<file path="config.mk">
export PLATFORM = sky130hd
export DESIGN_NAME = decode_stage
export DESIGN_NICKNAME = d
export VERILOG_FILES = /design/src/common/cpu_types_pkg.sv /design/src/control_unit.sv /design/src/decode_stage.sv /design/src/id_ex_latch.sv /design/src/operand_fetch.sv
export SDC_FILE = /design/constraint.sdc
export NUM_CORES = 2
export LEC_CHECK = 0
export ABC_AREA = 1
export ABC_CLOCK_PERIOD_IN_PS = 3500
export BUFFER_PORTS_ARGS = -buffer_cell sky130_fd_sc_hd__buf_2
export CORE_AREA = 2 2 431 433
export CTS_CLUSTER_DIAMETER = 120
export CTS_CLUSTER_SIZE = 16
export DETAILED_ROUTE_END_ITERATION = 6
export DIE_AREA = 0 0 433 435
export GPL_ROUTABILITY_DRIVEN = 0
export PLACE_DENSITY = 0.5
export SLEW_MARGIN = 40
export SYNTH_ARGS = -nofsm -noshare
export SYNTH_HDL_FRONTEND = slang
export SYNTH_SLANG_ARGS = --single-unit
</file>
<file path="constraint.sdc">
create_clock -name clk -period 3.5 [get_ports clk]
set_clock_uncertainty 0.2 [all_clocks]
set_input_delay 0.7 -clock clk [delete_from_list [all_inputs] [get_ports clk]]
set_output_delay 0.7 -clock clk [all_outputs]
set_load 0.02 [all_outputs]
</file>
<file path="src/common/cpu_types_pkg.sv">
// shared types for the decode stage; opcode and funct encodings follow MIPS, other values decode as defaults
package cpu_types_pkg;

	// instruction field widths
	localparam int WORD_W  = 32;
	localparam int OP_W    = 6;
	localparam int FUNCT_W = 6;
	localparam int REG_W   = 5;
	localparam int IMM_W   = 16;

	// plain vector types
	typedef logic [WORD_W-1:0] word_t;
	typedef logic [REG_W-1:0]  regbits_t;
	typedef logic [IMM_W-1:0]  imm16_t;

	// register file size, register 0 is hardwired to zero
	localparam int REG_COUNT = 32;
	// JAL writes the return address here
	localparam regbits_t RA_REG = 5'd31;

	// primary opcodes, bits 31:26
	typedef enum logic [OP_W-1:0] {
		RTYPE = 6'b000000,
		J     = 6'b000010,
		JAL   = 6'b000011,
		BEQ   = 6'b000100,
		BNE   = 6'b000101,
		ADDI  = 6'b001000,
		ADDIU = 6'b001001,
		SLTI  = 6'b001010,
		SLTIU = 6'b001011,
		ANDI  = 6'b001100,
		ORI   = 6'b001101,
		XORI  = 6'b001110,
		LUI   = 6'b001111,
		LW    = 6'b100011,
		SW    = 6'b101011,
		LL    = 6'b110000,
		SC    = 6'b111000,
		HALT  = 6'b111111
	} opcode_t;

	// R-type function field, bits 5:0
	typedef enum logic [FUNCT_W-1:0] {
		SLLV = 6'b000100,
		SRLV = 6'b000110,
		JR   = 6'b001000,
		ADD  = 6'b100000,
		ADDU = 6'b100001,
		SUB  = 6'b100010,
		SUBU = 6'b100011,
		AND  = 6'b100100,
		OR   = 6'b100101,
		XOR  = 6'b100110,
		NOR  = 6'b100111,
		SLT  = 6'b101010,
		SLTU = 6'b101011
	} funct_t;

	// operation handed to the execute stage ALU
	typedef enum logic [3:0] {
		ALU_SLL  = 4'b0000,
		ALU_SRL  = 4'b0001,
		ALU_ADD  = 4'b0010,
		ALU_SUB  = 4'b0011,
		ALU_AND  = 4'b0100,
		ALU_OR   = 4'b0101,
		ALU_XOR  = 4'b0110,
		ALU_NOR  = 4'b0111,
		ALU_SLT  = 4'b1010,
		ALU_SLTU = 4'b1011
	} aluop_t;

	// second ALU operand
	typedef enum logic {
		SEL_REG_DATA,
		SEL_IMM16
	} alu_src_t;

	// writeback data source
	typedef enum logic [1:0] {
		SEL_RESULT,
		SEL_DLOAD,
		SEL_NPC
	} mem_to_reg_t;

	// which register index gets written
	typedef enum logic [1:0] {
		SEL_RD,
		SEL_RT,
		SEL_RETURN_REGISTER
	} reg_dest_t;

	// only sequential fetch for now, branch targets come with the branch unit
	typedef enum logic [1:0] {
		SEL_LOAD_NXT_INSTR
	} pc_src_t;

	// immediate extension mode, upper puts imm16 in bits 31:16
	typedef enum logic [1:0] {
		EXT_ZERO  = 2'd0,
		EXT_SIGN  = 2'd1,
		EXT_UPPER = 2'd2
	} extend_t;

	// decoded control record
	typedef struct packed {
		pc_src_t     pc_src;
		mem_to_reg_t mem_to_reg;
		alu_src_t    alu_src;
		reg_dest_t   reg_dest;
		aluop_t      alu_op;
		extend_t     extend;
		logic        dwen;
		logic        dren;
		logic        wen;
		logic        halt;
		logic        datomic;
	} ctrl_t;

	// operand record from the register file and extender
	typedef struct packed {
		word_t rdat1;
		word_t rdat2;
		word_t imm_ext;
	} operands_t;

	// registered ID/EX record
	typedef struct packed {
		ctrl_t     ctrl;
		operands_t ops;
		regbits_t  rt;
		regbits_t  rd;
		regbits_t  wdest;
		word_t     npc;
	} id_ex_t;

endpackage

</file>
<file path="src/control_unit.sv">
// purely combinational opcode/funct decode; unknown opcodes and functs fall back to the defaults below
module control_unit
	import cpu_types_pkg::*;
(
	input  opcode_t opcode,
	input  funct_t  funct,
	output ctrl_t   ctrl
);

	always_comb begin
		// defaults describe a plain R-type ALU op writing rd
		ctrl.pc_src     = SEL_LOAD_NXT_INSTR;
		ctrl.mem_to_reg = SEL_RESULT;
		ctrl.alu_src    = SEL_REG_DATA;
		ctrl.reg_dest   = SEL_RD;
		ctrl.alu_op     = ALU_ADD;
		ctrl.extend     = EXT_ZERO;
		ctrl.dwen       = 1'b0;
		ctrl.dren       = 1'b0;
		ctrl.wen        = 1'b1;
		ctrl.halt       = 1'b0;
		ctrl.datomic    = 1'b0;

		case (opcode)
			RTYPE: begin
				// R-type alu op comes from the function field
				case (funct)
					SLLV:       ctrl.alu_op = ALU_SLL;
					SRLV:       ctrl.alu_op = ALU_SRL;
					ADD, ADDU:  ctrl.alu_op = ALU_ADD;
					SUB, SUBU:  ctrl.alu_op = ALU_SUB;
					AND:        ctrl.alu_op = ALU_AND;
					OR:         ctrl.alu_op = ALU_OR;
					XOR:        ctrl.alu_op = ALU_XOR;
					NOR:        ctrl.alu_op = ALU_NOR;
					SLT:        ctrl.alu_op = ALU_SLT;
					SLTU:       ctrl.alu_op = ALU_SLTU;
					// jump register writes nothing
					JR:         ctrl.wen = 1'b0;
					default:    ctrl.alu_op = ALU_ADD;
				endcase
			end
			J: ctrl.wen = 1'b0;
			JAL: begin
				// link address goes to r31
				ctrl.mem_to_reg = SEL_NPC;
				ctrl.reg_dest   = SEL_RETURN_REGISTER;
			end
			BEQ, BNE: begin
				// compare by subtraction, offset is signed
				ctrl.wen    = 1'b0;
				ctrl.alu_op = ALU_SUB;
				ctrl.extend = EXT_SIGN;
			end
			ADDI, ADDIU: begin
				ctrl.alu_src  = SEL_IMM16;
				ctrl.reg_dest = SEL_RT;
				ctrl.extend   = EXT_SIGN;
			end
			SLTI, SLTIU: begin
				// alu_src left on register data, as the current datapath expects
				ctrl.reg_dest = SEL_RT;
				ctrl.extend   = EXT_SIGN;
				ctrl.alu_op   = (opcode == SLTI) ? ALU_SLT : ALU_SLTU;
			end
			ANDI, ORI, XORI: begin
				// logical immediates are zero extended
				ctrl.alu_src  = SEL_IMM16;
				ctrl.reg_dest = SEL_RT;
				if (opcode == ANDI)
					ctrl.alu_op = ALU_AND;
				else if (opcode == ORI)
					ctrl.alu_op = ALU_OR;
				else
					ctrl.alu_op = ALU_XOR;
			end
			LUI: begin
				ctrl.alu_src  = SEL_IMM16;
				ctrl.reg_dest = SEL_RT;
				ctrl.dren     = 1'b1;
				ctrl.extend   = EXT_UPPER;
			end
			LW, LL: begin
				// address is base plus signed offset
				ctrl.alu_src    = SEL_IMM16;
				ctrl.reg_dest   = SEL_RT;
				ctrl.mem_to_reg = SEL_DLOAD;
				ctrl.dren       = 1'b1;
				ctrl.extend     = EXT_SIGN;
				ctrl.datomic    = (opcode == LL);
			end
			SW: begin
				ctrl.alu_src = SEL_IMM16;
				ctrl.dwen    = 1'b1;
				ctrl.wen     = 1'b0;
				ctrl.extend  = EXT_SIGN;
			end
			SC: begin
				// store conditional writes its success flag back to rt
				ctrl.alu_src    = SEL_IMM16;
				ctrl.reg_dest   = SEL_RT;
				ctrl.mem_to_reg = SEL_DLOAD;
				ctrl.dwen       = 1'b1;
				ctrl.extend     = EXT_SIGN;
				ctrl.datomic    = 1'b1;
			end
			HALT: begin
				ctrl.wen  = 1'b0;
				ctrl.halt = 1'b1;
			end
			default: ctrl.wen = 1'b1;
		endcase
	end

	// memory side never reads and writes in one access
	always_comb begin
		assert (!(ctrl.dwen && ctrl.dren))
			else $error("control_unit: dwen and dren both set for opcode %0h", opcode);
		// a halting instruction must not disturb the register file
		assert (!(ctrl.halt && ctrl.wen))
			else $error("control_unit: halt decoded together with wen");
	end

endmodule

</file>
<file path="src/decode_stage.sv">
// decode stage top; no hazard or forwarding logic, writeback port is driven from outside
module decode_stage
	import cpu_types_pkg::*;
(
	input  logic     clk,
	input  logic     arst_n,
	input  word_t    instr,
	input  logic     instr_valid,
	input  word_t    npc,
	input  logic     stall,
	input  logic     wb_wen,
	input  regbits_t wb_sel,
	input  word_t    wb_data,
	output id_ex_t   id_ex,
	output logic     ex_valid,
	output logic     halted
);

	opcode_t   opcode;
	funct_t    funct;
	regbits_t  rs;
	regbits_t  rt;
	regbits_t  rd;
	imm16_t    imm;
	ctrl_t     ctrl;
	operands_t ops;

	// instruction fields, standard MIPS layout
	assign opcode = opcode_t'(instr[31:26]);
	assign rs     = instr[25:21];
	assign rt     = instr[20:16];
	assign rd     = instr[15:11];
	assign imm    = instr[15:0];
	assign funct  = funct_t'(instr[5:0]);

	control_unit u_control_unit (.opcode(opcode), .funct(funct), .ctrl(ctrl));

	// extend mode comes straight from the decoder in the same cycle
	operand_fetch u_operand_fetch (
		.clk(clk), .arst_n(arst_n), .rs(rs), .rt(rt), .imm(imm), .extend(ctrl.extend),
		.wb_wen(wb_wen), .wb_sel(wb_sel), .wb_data(wb_data), .ops(ops)
	);

	id_ex_latch u_id_ex_latch (
		.clk(clk), .arst_n(arst_n), .ctrl(ctrl), .ops(ops), .rt(rt), .rd(rd), .npc(npc),
		.instr_valid(instr_valid), .stall(stall), .id_ex(id_ex), .ex_valid(ex_valid),
		.halted(halted)
	);

endmodule

</file>
<file path="src/id_ex_latch.sv">
// ID/EX register; stall freezes the record, after HALT no further records leave until reset
module id_ex_latch
	import cpu_types_pkg::*;
(
	input  logic      clk,
	input  logic      arst_n,
	input  ctrl_t     ctrl,
	input  operands_t ops,
	input  regbits_t  rt,
	input  regbits_t  rd,
	input  word_t     npc,
	input  logic      instr_valid,
	input  logic      stall,
	output id_ex_t    id_ex,
	output logic      ex_valid,
	output logic      halted
);

	regbits_t wdest;

	// resolve the write destination here so execute sees one index
	always_comb begin
		case (ctrl.reg_dest)
			SEL_RT:              wdest = rt;
			SEL_RETURN_REGISTER: wdest = RA_REG;
			default:             wdest = rd;
		endcase
	end

	always_ff @(posedge clk or negedge arst_n) begin
		if (!arst_n) begin
			id_ex    <= '0;
			ex_valid <= 1'b0;
			halted   <= 1'b0;
		end else if (halted) begin
			// machine stopped, nothing more leaves the stage
			ex_valid <= 1'b0;
		end else if (!stall) begin
			ex_valid <= instr_valid;
			// record only updates on a valid instruction
			if (instr_valid) begin
				id_ex.ctrl  <= ctrl;
				id_ex.ops   <= ops;
				id_ex.rt    <= rt;
				id_ex.rd    <= rd;
				id_ex.wdest <= wdest;
				id_ex.npc   <= npc;
				halted      <= ctrl.halt;
			end
		end
	end

	// the halt record is the last valid one
	a_no_valid_after_halt: assert property (@(posedge clk) disable iff (!arst_n)
		halted |=> !ex_valid)
		else $error("id_ex_latch: ex_valid high after halted");

endmodule

</file>
<file path="src/operand_fetch.sv">
// 31 writable registers with same-cycle write bypass; writes to register 0 are ignored
module operand_fetch
	import cpu_types_pkg::*;
(
	input  logic      clk,
	input  logic      arst_n,
	input  regbits_t  rs,
	input  regbits_t  rt,
	input  imm16_t    imm,
	input  extend_t   extend,
	input  logic      wb_wen,
	input  regbits_t  wb_sel,
	input  word_t     wb_data,
	output operands_t ops
);

	// register 0 has no storage
	word_t regs [1:REG_COUNT-1];

	// writeback port, registers cleared on reset
	always_ff @(posedge clk or negedge arst_n) begin
		if (!arst_n) begin
			for (int i = 1; i < REG_COUNT; i++)
				regs[i] <= '0;
		end else if (wb_wen && (wb_sel != '0)) begin
			regs[wb_sel] <= wb_data;
		end
	end

	// one read port, with the pending write forwarded
	function automatic word_t read_reg(regbits_t sel);
		word_t val;
		if (sel == '0)
			val = '0;
		else if (wb_wen && (wb_sel == sel))
			val = wb_data;
		else
			val = regs[sel];
		return val;
	endfunction

	always_comb begin
		ops.rdat1 = read_reg(rs);
		ops.rdat2 = read_reg(rt);
	end

	// immediate extender
	always_comb begin
		case (extend)
			EXT_SIGN:
				ops.imm_ext = {{(WORD_W-IMM_W){imm[IMM_W-1]}}, imm};
			// lui value, low half zero
			EXT_UPPER:
				ops.imm_ext = {imm, {(WORD_W-IMM_W){1'b0}}};
			default:
				ops.imm_ext = {{(WORD_W-IMM_W){1'b0}}, imm};
		endcase
	end

	// an unknown write index would silently corrupt some register
	a_wb_sel_known: assert property (@(posedge clk) disable iff (!arst_n)
		wb_wen |-> !$isunknown(wb_sel))
		else $error("operand_fetch: wb_sel unknown during write");

endmodule
</file>
# After elaboration in Yosys (flattened, before gate mapping)

Cells that the tools add are included.

RAM bits: 0
Bits in read-only memories: 0
Output and inout bits: 163
Memories kept: 0
Register bits: 1,153
Latch bits: 0
Input bits: 106

Eq/ne operators: 35
Div/mod/pow operators: 0
Multiplexer cells: 35
Add/subtract/negate cells: 0
Shift operators: 0
Reduce and logical (&&, ||, !) cells: 21
Multipliers: 0
Order comparisons: 4
Bitwise logic cells: 5

Operators by type and width:

| operator                                                             | number |
|---|---|
| 992-bit bitwise mux                                                  | 1 |
| 32-bit binary-select mux with 5-bit select                           | 2 |
| 32-bit 2-to-1 mux                                                    | 9 |
| 32-bit demux with 5-bit select                                       | 1 |
| 6-bit == test, second input constant                                 | 13 |
| 32-bit one-hot mux with 2 select lines                               | 1 |
| 6-bit by 4-bit == test with 1-bit output, second input constant      | 9 |
| 4-bit one-hot mux with 9 select lines                                | 1 |
| 6-bit by 3-bit == test with 1-bit output, second input constant      | 4 |
| 10-bit OR reduction                                                  | 2 |
| 6-bit >= comparator, second input constant                           | 3 |
| 5-bit inverter with 6-bit output                                     | 3 |
| 4-bit one-hot mux with 4 select lines                                | 1 |
| 6-bit by 2-bit == test with 1-bit output, second input constant      | 2 |
| 2-bit one-hot mux with 2 select lines                                | 3 |
| 1-bit 2-to-1 mux                                                     | 11 |
| 11-bit OR reduction                                                  | 1 |
| 5-bit == test                                                        | 2 |
| 5-bit zero test                                                      | 2 |
| 5-bit one-hot mux with 2 select lines                                | 1 |
| 2-bit OR reduction                                                   | 5 |
| 3-bit OR reduction                                                   | 3 |
| 6-bit zero test                                                      | 1 |
| 6-bit by 1-bit < comparator with 1-bit output, second input constant | 1 |
| other kinds (10)                                                     | 18 |

# Longest topological paths before layout

Depth in word-level cells: 6
Depth in mapped cells: 14

# Modules after synthesis

A second synthesis with hierarchy kept.

Cell total of the unflattened synthesis: 9,005
Area, all modules: 62,941.6 µm²

By module, submodules not included:

| module        | cells each | area an instance (µm²) | instances |
|---|---|---|---|
| operand_fetch | 8,201      | 56,282.7               | 1 |
| id_ex_latch   | 706        | 6,197.2                | 1 |
| control_unit  | 98         | 461.7                  | 1 |

# Worst setup path before layout

OpenSTA, ideal clock, no wires.

Path kind: input to register
Start: in instr[30]
End: reg u_id_ex_latch.id_ex[58] (netlist name)
Data arrival time: 2.310 ns
Slack: 0.855 ns
Stages on the path: 11
Library setup time: 0.136 ns
Cells stage by stage: nor2_2 inv_1 nor3_1 nand2_1 nand2_1 inv_1 nand4_1 ha_1 nor2_1 clkbuf_1 o21ai_0

Longest elaborated chain between the ends: 5

RTL lines:

| item                                                                      | line                | text |
|---|---|---|
| start: declaration                                                        | decode_stage.sv:7   | `input word_t instr,` |
| 6-bit by 4-bit == test with 1-bit output, or another cell as far along    | control_unit.sv:24  | `case (opcode)` |
| 10-bit OR reduction (no source line)                                      | --                  |  |
| 2-bit one-hot mux with 2 select lines (*)                                 | control_unit.sv:24  |  |
| 2-bit == test or 2-bit by 1-bit == test with 1-bit output (tied branches) | operand_fetch.sv:49 | `case (extend)` |
| 32-bit one-hot mux with 2 select lines (*)                                | operand_fetch.sv:49 |  |

Mark *: on every way between the ends. The rest lies on a longest branch, timed or not.
A chain may end at the register's enable or synchronous reset.

# Worst setup path after layout

Start: reg u_id_ex_latch.id_ex[138] (netlist name)
End: out id_ex[138] (netlist name)

RTL lines:

| item             | line               | text |
|---|---|---|
| end: declaration | decode_stage.sv:14 | `output id_ex_t id_ex,` |

No word-level cell between the ends.

==> summary.txt <==
Status
  – Status: complete, but fails checks
  – Failing checks: DRC

CTS
  – Worst-Skew Late Latency: between 700 and 800 ps
  – CTS Hold Bufs: 33
  – Clk root buf: clkbuf_16
  – CTS sink count: roughly 1200
  – Post-CTS Setup Inserts: 0
  – Post-CTS sizing: 0
  – Longest Clk Path Bufs: 3
  – CTS buffer count: between 80 and 90
  – H-tree depth: 3
  – Clock tree from TritonCTS: built
  – Worst-path clk slew: 90 ps

Detailed routing
  – DR iter-0 viols: slightly below 8000
  – Vias/cell: roughly 5.5
  – DRC violations left: 1
  – Wirelength per Cell: 25.01 um
  – 1st-pass router iterations: 7
  – DR vias: 64680
  – Routed Antenna Nets: 0
  – Routed wire length: roughly 300000 um

STA
  – Min setup slack post-route: slightly above 900 ps
  – RSZ-0062 raised after global routing: false
  – Worst hold margin: roughly 42 ps
  – Tcrit/Tclk final: roughly three quarters
  – Worst-Margin Slew: just over 900 ps
  – Hold Fails Final Rpt: 0
  – Setup Viol. Count Final: 0
  – Post-route minimum period: approximately 2600 ps
  – Slew headroom: between 30 and 40%
  – Final Max Slew Viols: 0
  – Highest Clock Rate: just under 0.4 GHz
  – Setup TNS: 0 ps

Pwr
  – Cell-internal power: between 0.02 and 0.025 W
  – Clock power share: 27.3%
  – Power Dens Cells: ~480 mW/mm^2
  – Comb power frac: about a quarter
  – Worst VDD drop: about 0.40 mV
  – Lkg Pwr: about 36 nW
  – NetSw: between 0.01 and 0.015 W
  – Switching share of power: about a third
  – Seq pwr share: 49.1%

Floorplan
  – Die height: ~440 um
  – I/O pins: ~270
  – Die area: around 0.19 mm^2
  – Row count: ~160
  – Core ar.: 0.1840 mm^2
  – Die X: ~430 um
  – Starting density of the core: 34.79%

Synthesis
  – Post-synthesis async set-or-reset flop share: 100.0%
  – Sequential share of the synthesized area: a little under half
  – Netlist Area Pre-Place: between 0.06 and 0.07 mm^2
  – Avg Cell Area, Syn: roughly 6.8 um^2
  – Most common cell in the netlist: nand2_1
  – Synth Flop Type: dfrtp_1
  – Top cells by area, synth: dfrtp_1, nand2_1, nand3_1
  – #FFs+latches synth: 1152
  – Top cell type's share of synthesized area: roughly 45%
  – Leading area contributor after synthesis: dfrtp_1
  – Synthesis Warnings: 0
  – EDFF count, synth: 0
  – Synth Instances: about 9400
  – Yosys cell types: 34
  – Synth top cells by count: nand2_1, nand3_1, dfrtp_1, o21ai_0, inv_1

Critical path
  – Worst path cell trace: buf_2
  – CP Class: reg2out
  – Crit path capture: id_ex[138]
  – Crit. End Element: output pin
  – Max incr delay on CP: between 600 and 700 ps
  – FF-to-FF Start: u_id_ex_latch.halted$_DFF_PN0_
  – Crit path launch type: register
  – Crit. Startpoint: u_id_ex_latch.id_ex[138]$_DFFE_PN0P_
  – WP data arrival: between 1500 and 2000 ps
  – Crit path max-delay cell type: dfrtp_1
  – Crit path max fanout: 2
  – Worst path depth: 1
  – Reg-to-Reg End: u_id_ex_latch.id_ex[134]$_DFFE_PN0P_
  – R2R cell count: 6
  – Critical Path RT: approximately 2600 ps
  – Top delay family on crit path: flip-flops
  – Critical path buffers and inverters: 1
  – R2R Setup Slk: about 1200 ps

Global routing
  – GRT Total Usage: a little under a third
  – Vias in the first global route: roughly 60000
  – Global route overflow: 0
  – First-pass GRT wire length: approximately 430000 um
  – Initial antenna violation count: 14
  – Largest net degree at the start of global routing: between 100 and 150

Place
  – Dpl ws: about 410 ps
  – HPWL after detailed placement: about 170000 um
  – Port bufs: around 270
  – Post-placement cell count: about 12000

Finish
  – Layout Cells excl Fill: 11830
  – Layout Utilization: roughly 40%
  – Share of cells above drive strength 1: between 7 and 8%
  – Final nets: 9445
  – Area grow syn2layout: 12.05%

Run
  – Max capacitance violation total: 0

Hold path
  – Worst Hold Class: in2reg
==> placed cells by master, fill, tap and decap left out, types with 7 or more instances in the layout <==
| master | instances |
|---|---|
| inv_2 | 14 |
| buf_2 | 255 |
| or2_2 | 10 |
| nor2_1 | 191 |
| nand3b_1 | 15 |
| dfrtp_1 | 1152 |
| inv_1 | 891 |
| o21ai_1 | 51 |
| nand3_1 | 1658 |
| dlygate4sd3_1 | 33 |
| clkinv_1 | 7 |
| o31ai_1 | 9 |
| a21oi_1 | 163 |
| o21ai_0 | 969 |
| diode_2 | 11 |
| nand2_1 | 3454 |
| nor3_1 | 11 |
| buf_4 | 143 |
| clkbuf_16 | 86 |
| buf_12 | 109 |
| o211ai_1 | 17 |
| nand2_4 | 26 |
| nor2_4 | 8 |
==> registers in the layout, summed over array words and instances (netlist names) <==
name                    cells
u_id_ex_latch.ex_valid      1
u_id_ex_latch.halted        1
u_id_ex_latch.id_ex       158
u_operand_fetch.regs      992
==> through the flow <==
step	instance area, um^2	total power [W]
after floorplan	64040	0.02234
after global placement	69220	0.02504
after detailed placement	69220	0.02522
after CTS	71720	0.03468
after global routing	71740	0.03663
final	71750	0.03460
==> worst min path at each step <==
stage / slack (ps) / depth (start not counted) / end / start
6_report: 40 / 3 / u_id_ex_latch.id_ex[38]$_DFFE_PN0P_ / instr[12]
5_1_grt: 50 / 3 / u_id_ex_latch.id_ex[15]$_DFFE_PN0P_ / npc[15]
4_1_cts: 1 / 3 / u_id_ex_latch.id_ex[37]$_DFFE_PN0P_ / instr[11]
3_5_place_dp: 260 / 2 / u_id_ex_latch.id_ex[29]$_DFFE_PN0P_ / u_id_ex_latch.id_ex[29]$_DFFE_PN0P_
3_3_place_gp: 250 / 2 / u_id_ex_latch.id_ex[24]$_DFFE_PN0P_ / u_id_ex_latch.id_ex[24]$_DFFE_PN0P_
2_1_floorplan: 200 / 0 / u_id_ex_latch.ex_valid$_DFFE_PN0P_ / arst_n
==> power by group through the flow <==
| stage | Combinational (W) | Sequential [W] | Clock, W |
|---|---|---|---|
| after floorplan | 0.00544 | 0.0169 | 0 |
| after global placement | 0.00790 | 0.0171 | 0 |
| after detailed placement | 0.00805 | 0.0172 | 0 |
| after CTS | 0.00811 | 0.0169 | 0.00964 |
| after global routing | 0.00932 | 0.0172 | 0.0101 |
| final | 0.00817 | 0.0170 | 0.00946 |
==> kinds of logic after synthesis <==
| logic type | Yosys count | synth area share, % |
|---|---|---|
| buffers and inverters | 1663 | 9.920 |
| AND/OR/NAND/NOR | 5390 | 35.13 |
| flip-flops | 1152 | 45.02 |
| adder cells (fa/ha/maj) | 6 | 0.1172 |
| other | 1 | 0.005856 |
| AO/OA/AOI/OAI | 1227 | 9.748 |
| XOR/XNOR | 4 | 0.05471 |
==> per-layer routing <==
| metal | global-route usage (%) | vias to the layer above | part of all wire [%] |
|---|---|---|---|
| li1 | - | 29630 | - |
| met1 | 40.08 | 31200 | 41 |
| met2 | 49.40 | 3223 | 45 |
| met3 | 5.133 | 629 | 8.5 |
| met4 | 15.78 | 8 | 5.7 |
| met5 | 0 | - | 0.021 |
==> layout make-up <==
type	count	area [um^2]
Fill cell	19420	112300
Antenna cell	11	27.53
Clock inverter	1	16.27
Clock buffer	86	2152
Sequential cell	1152	28830
Timing Repair Buffer	547	4956
Inverter	922	3510
Tap cell	2480	3103
Multi-Input combinational cell	6629	29160
No activity file was read; power rests on OpenSTA's default activity.
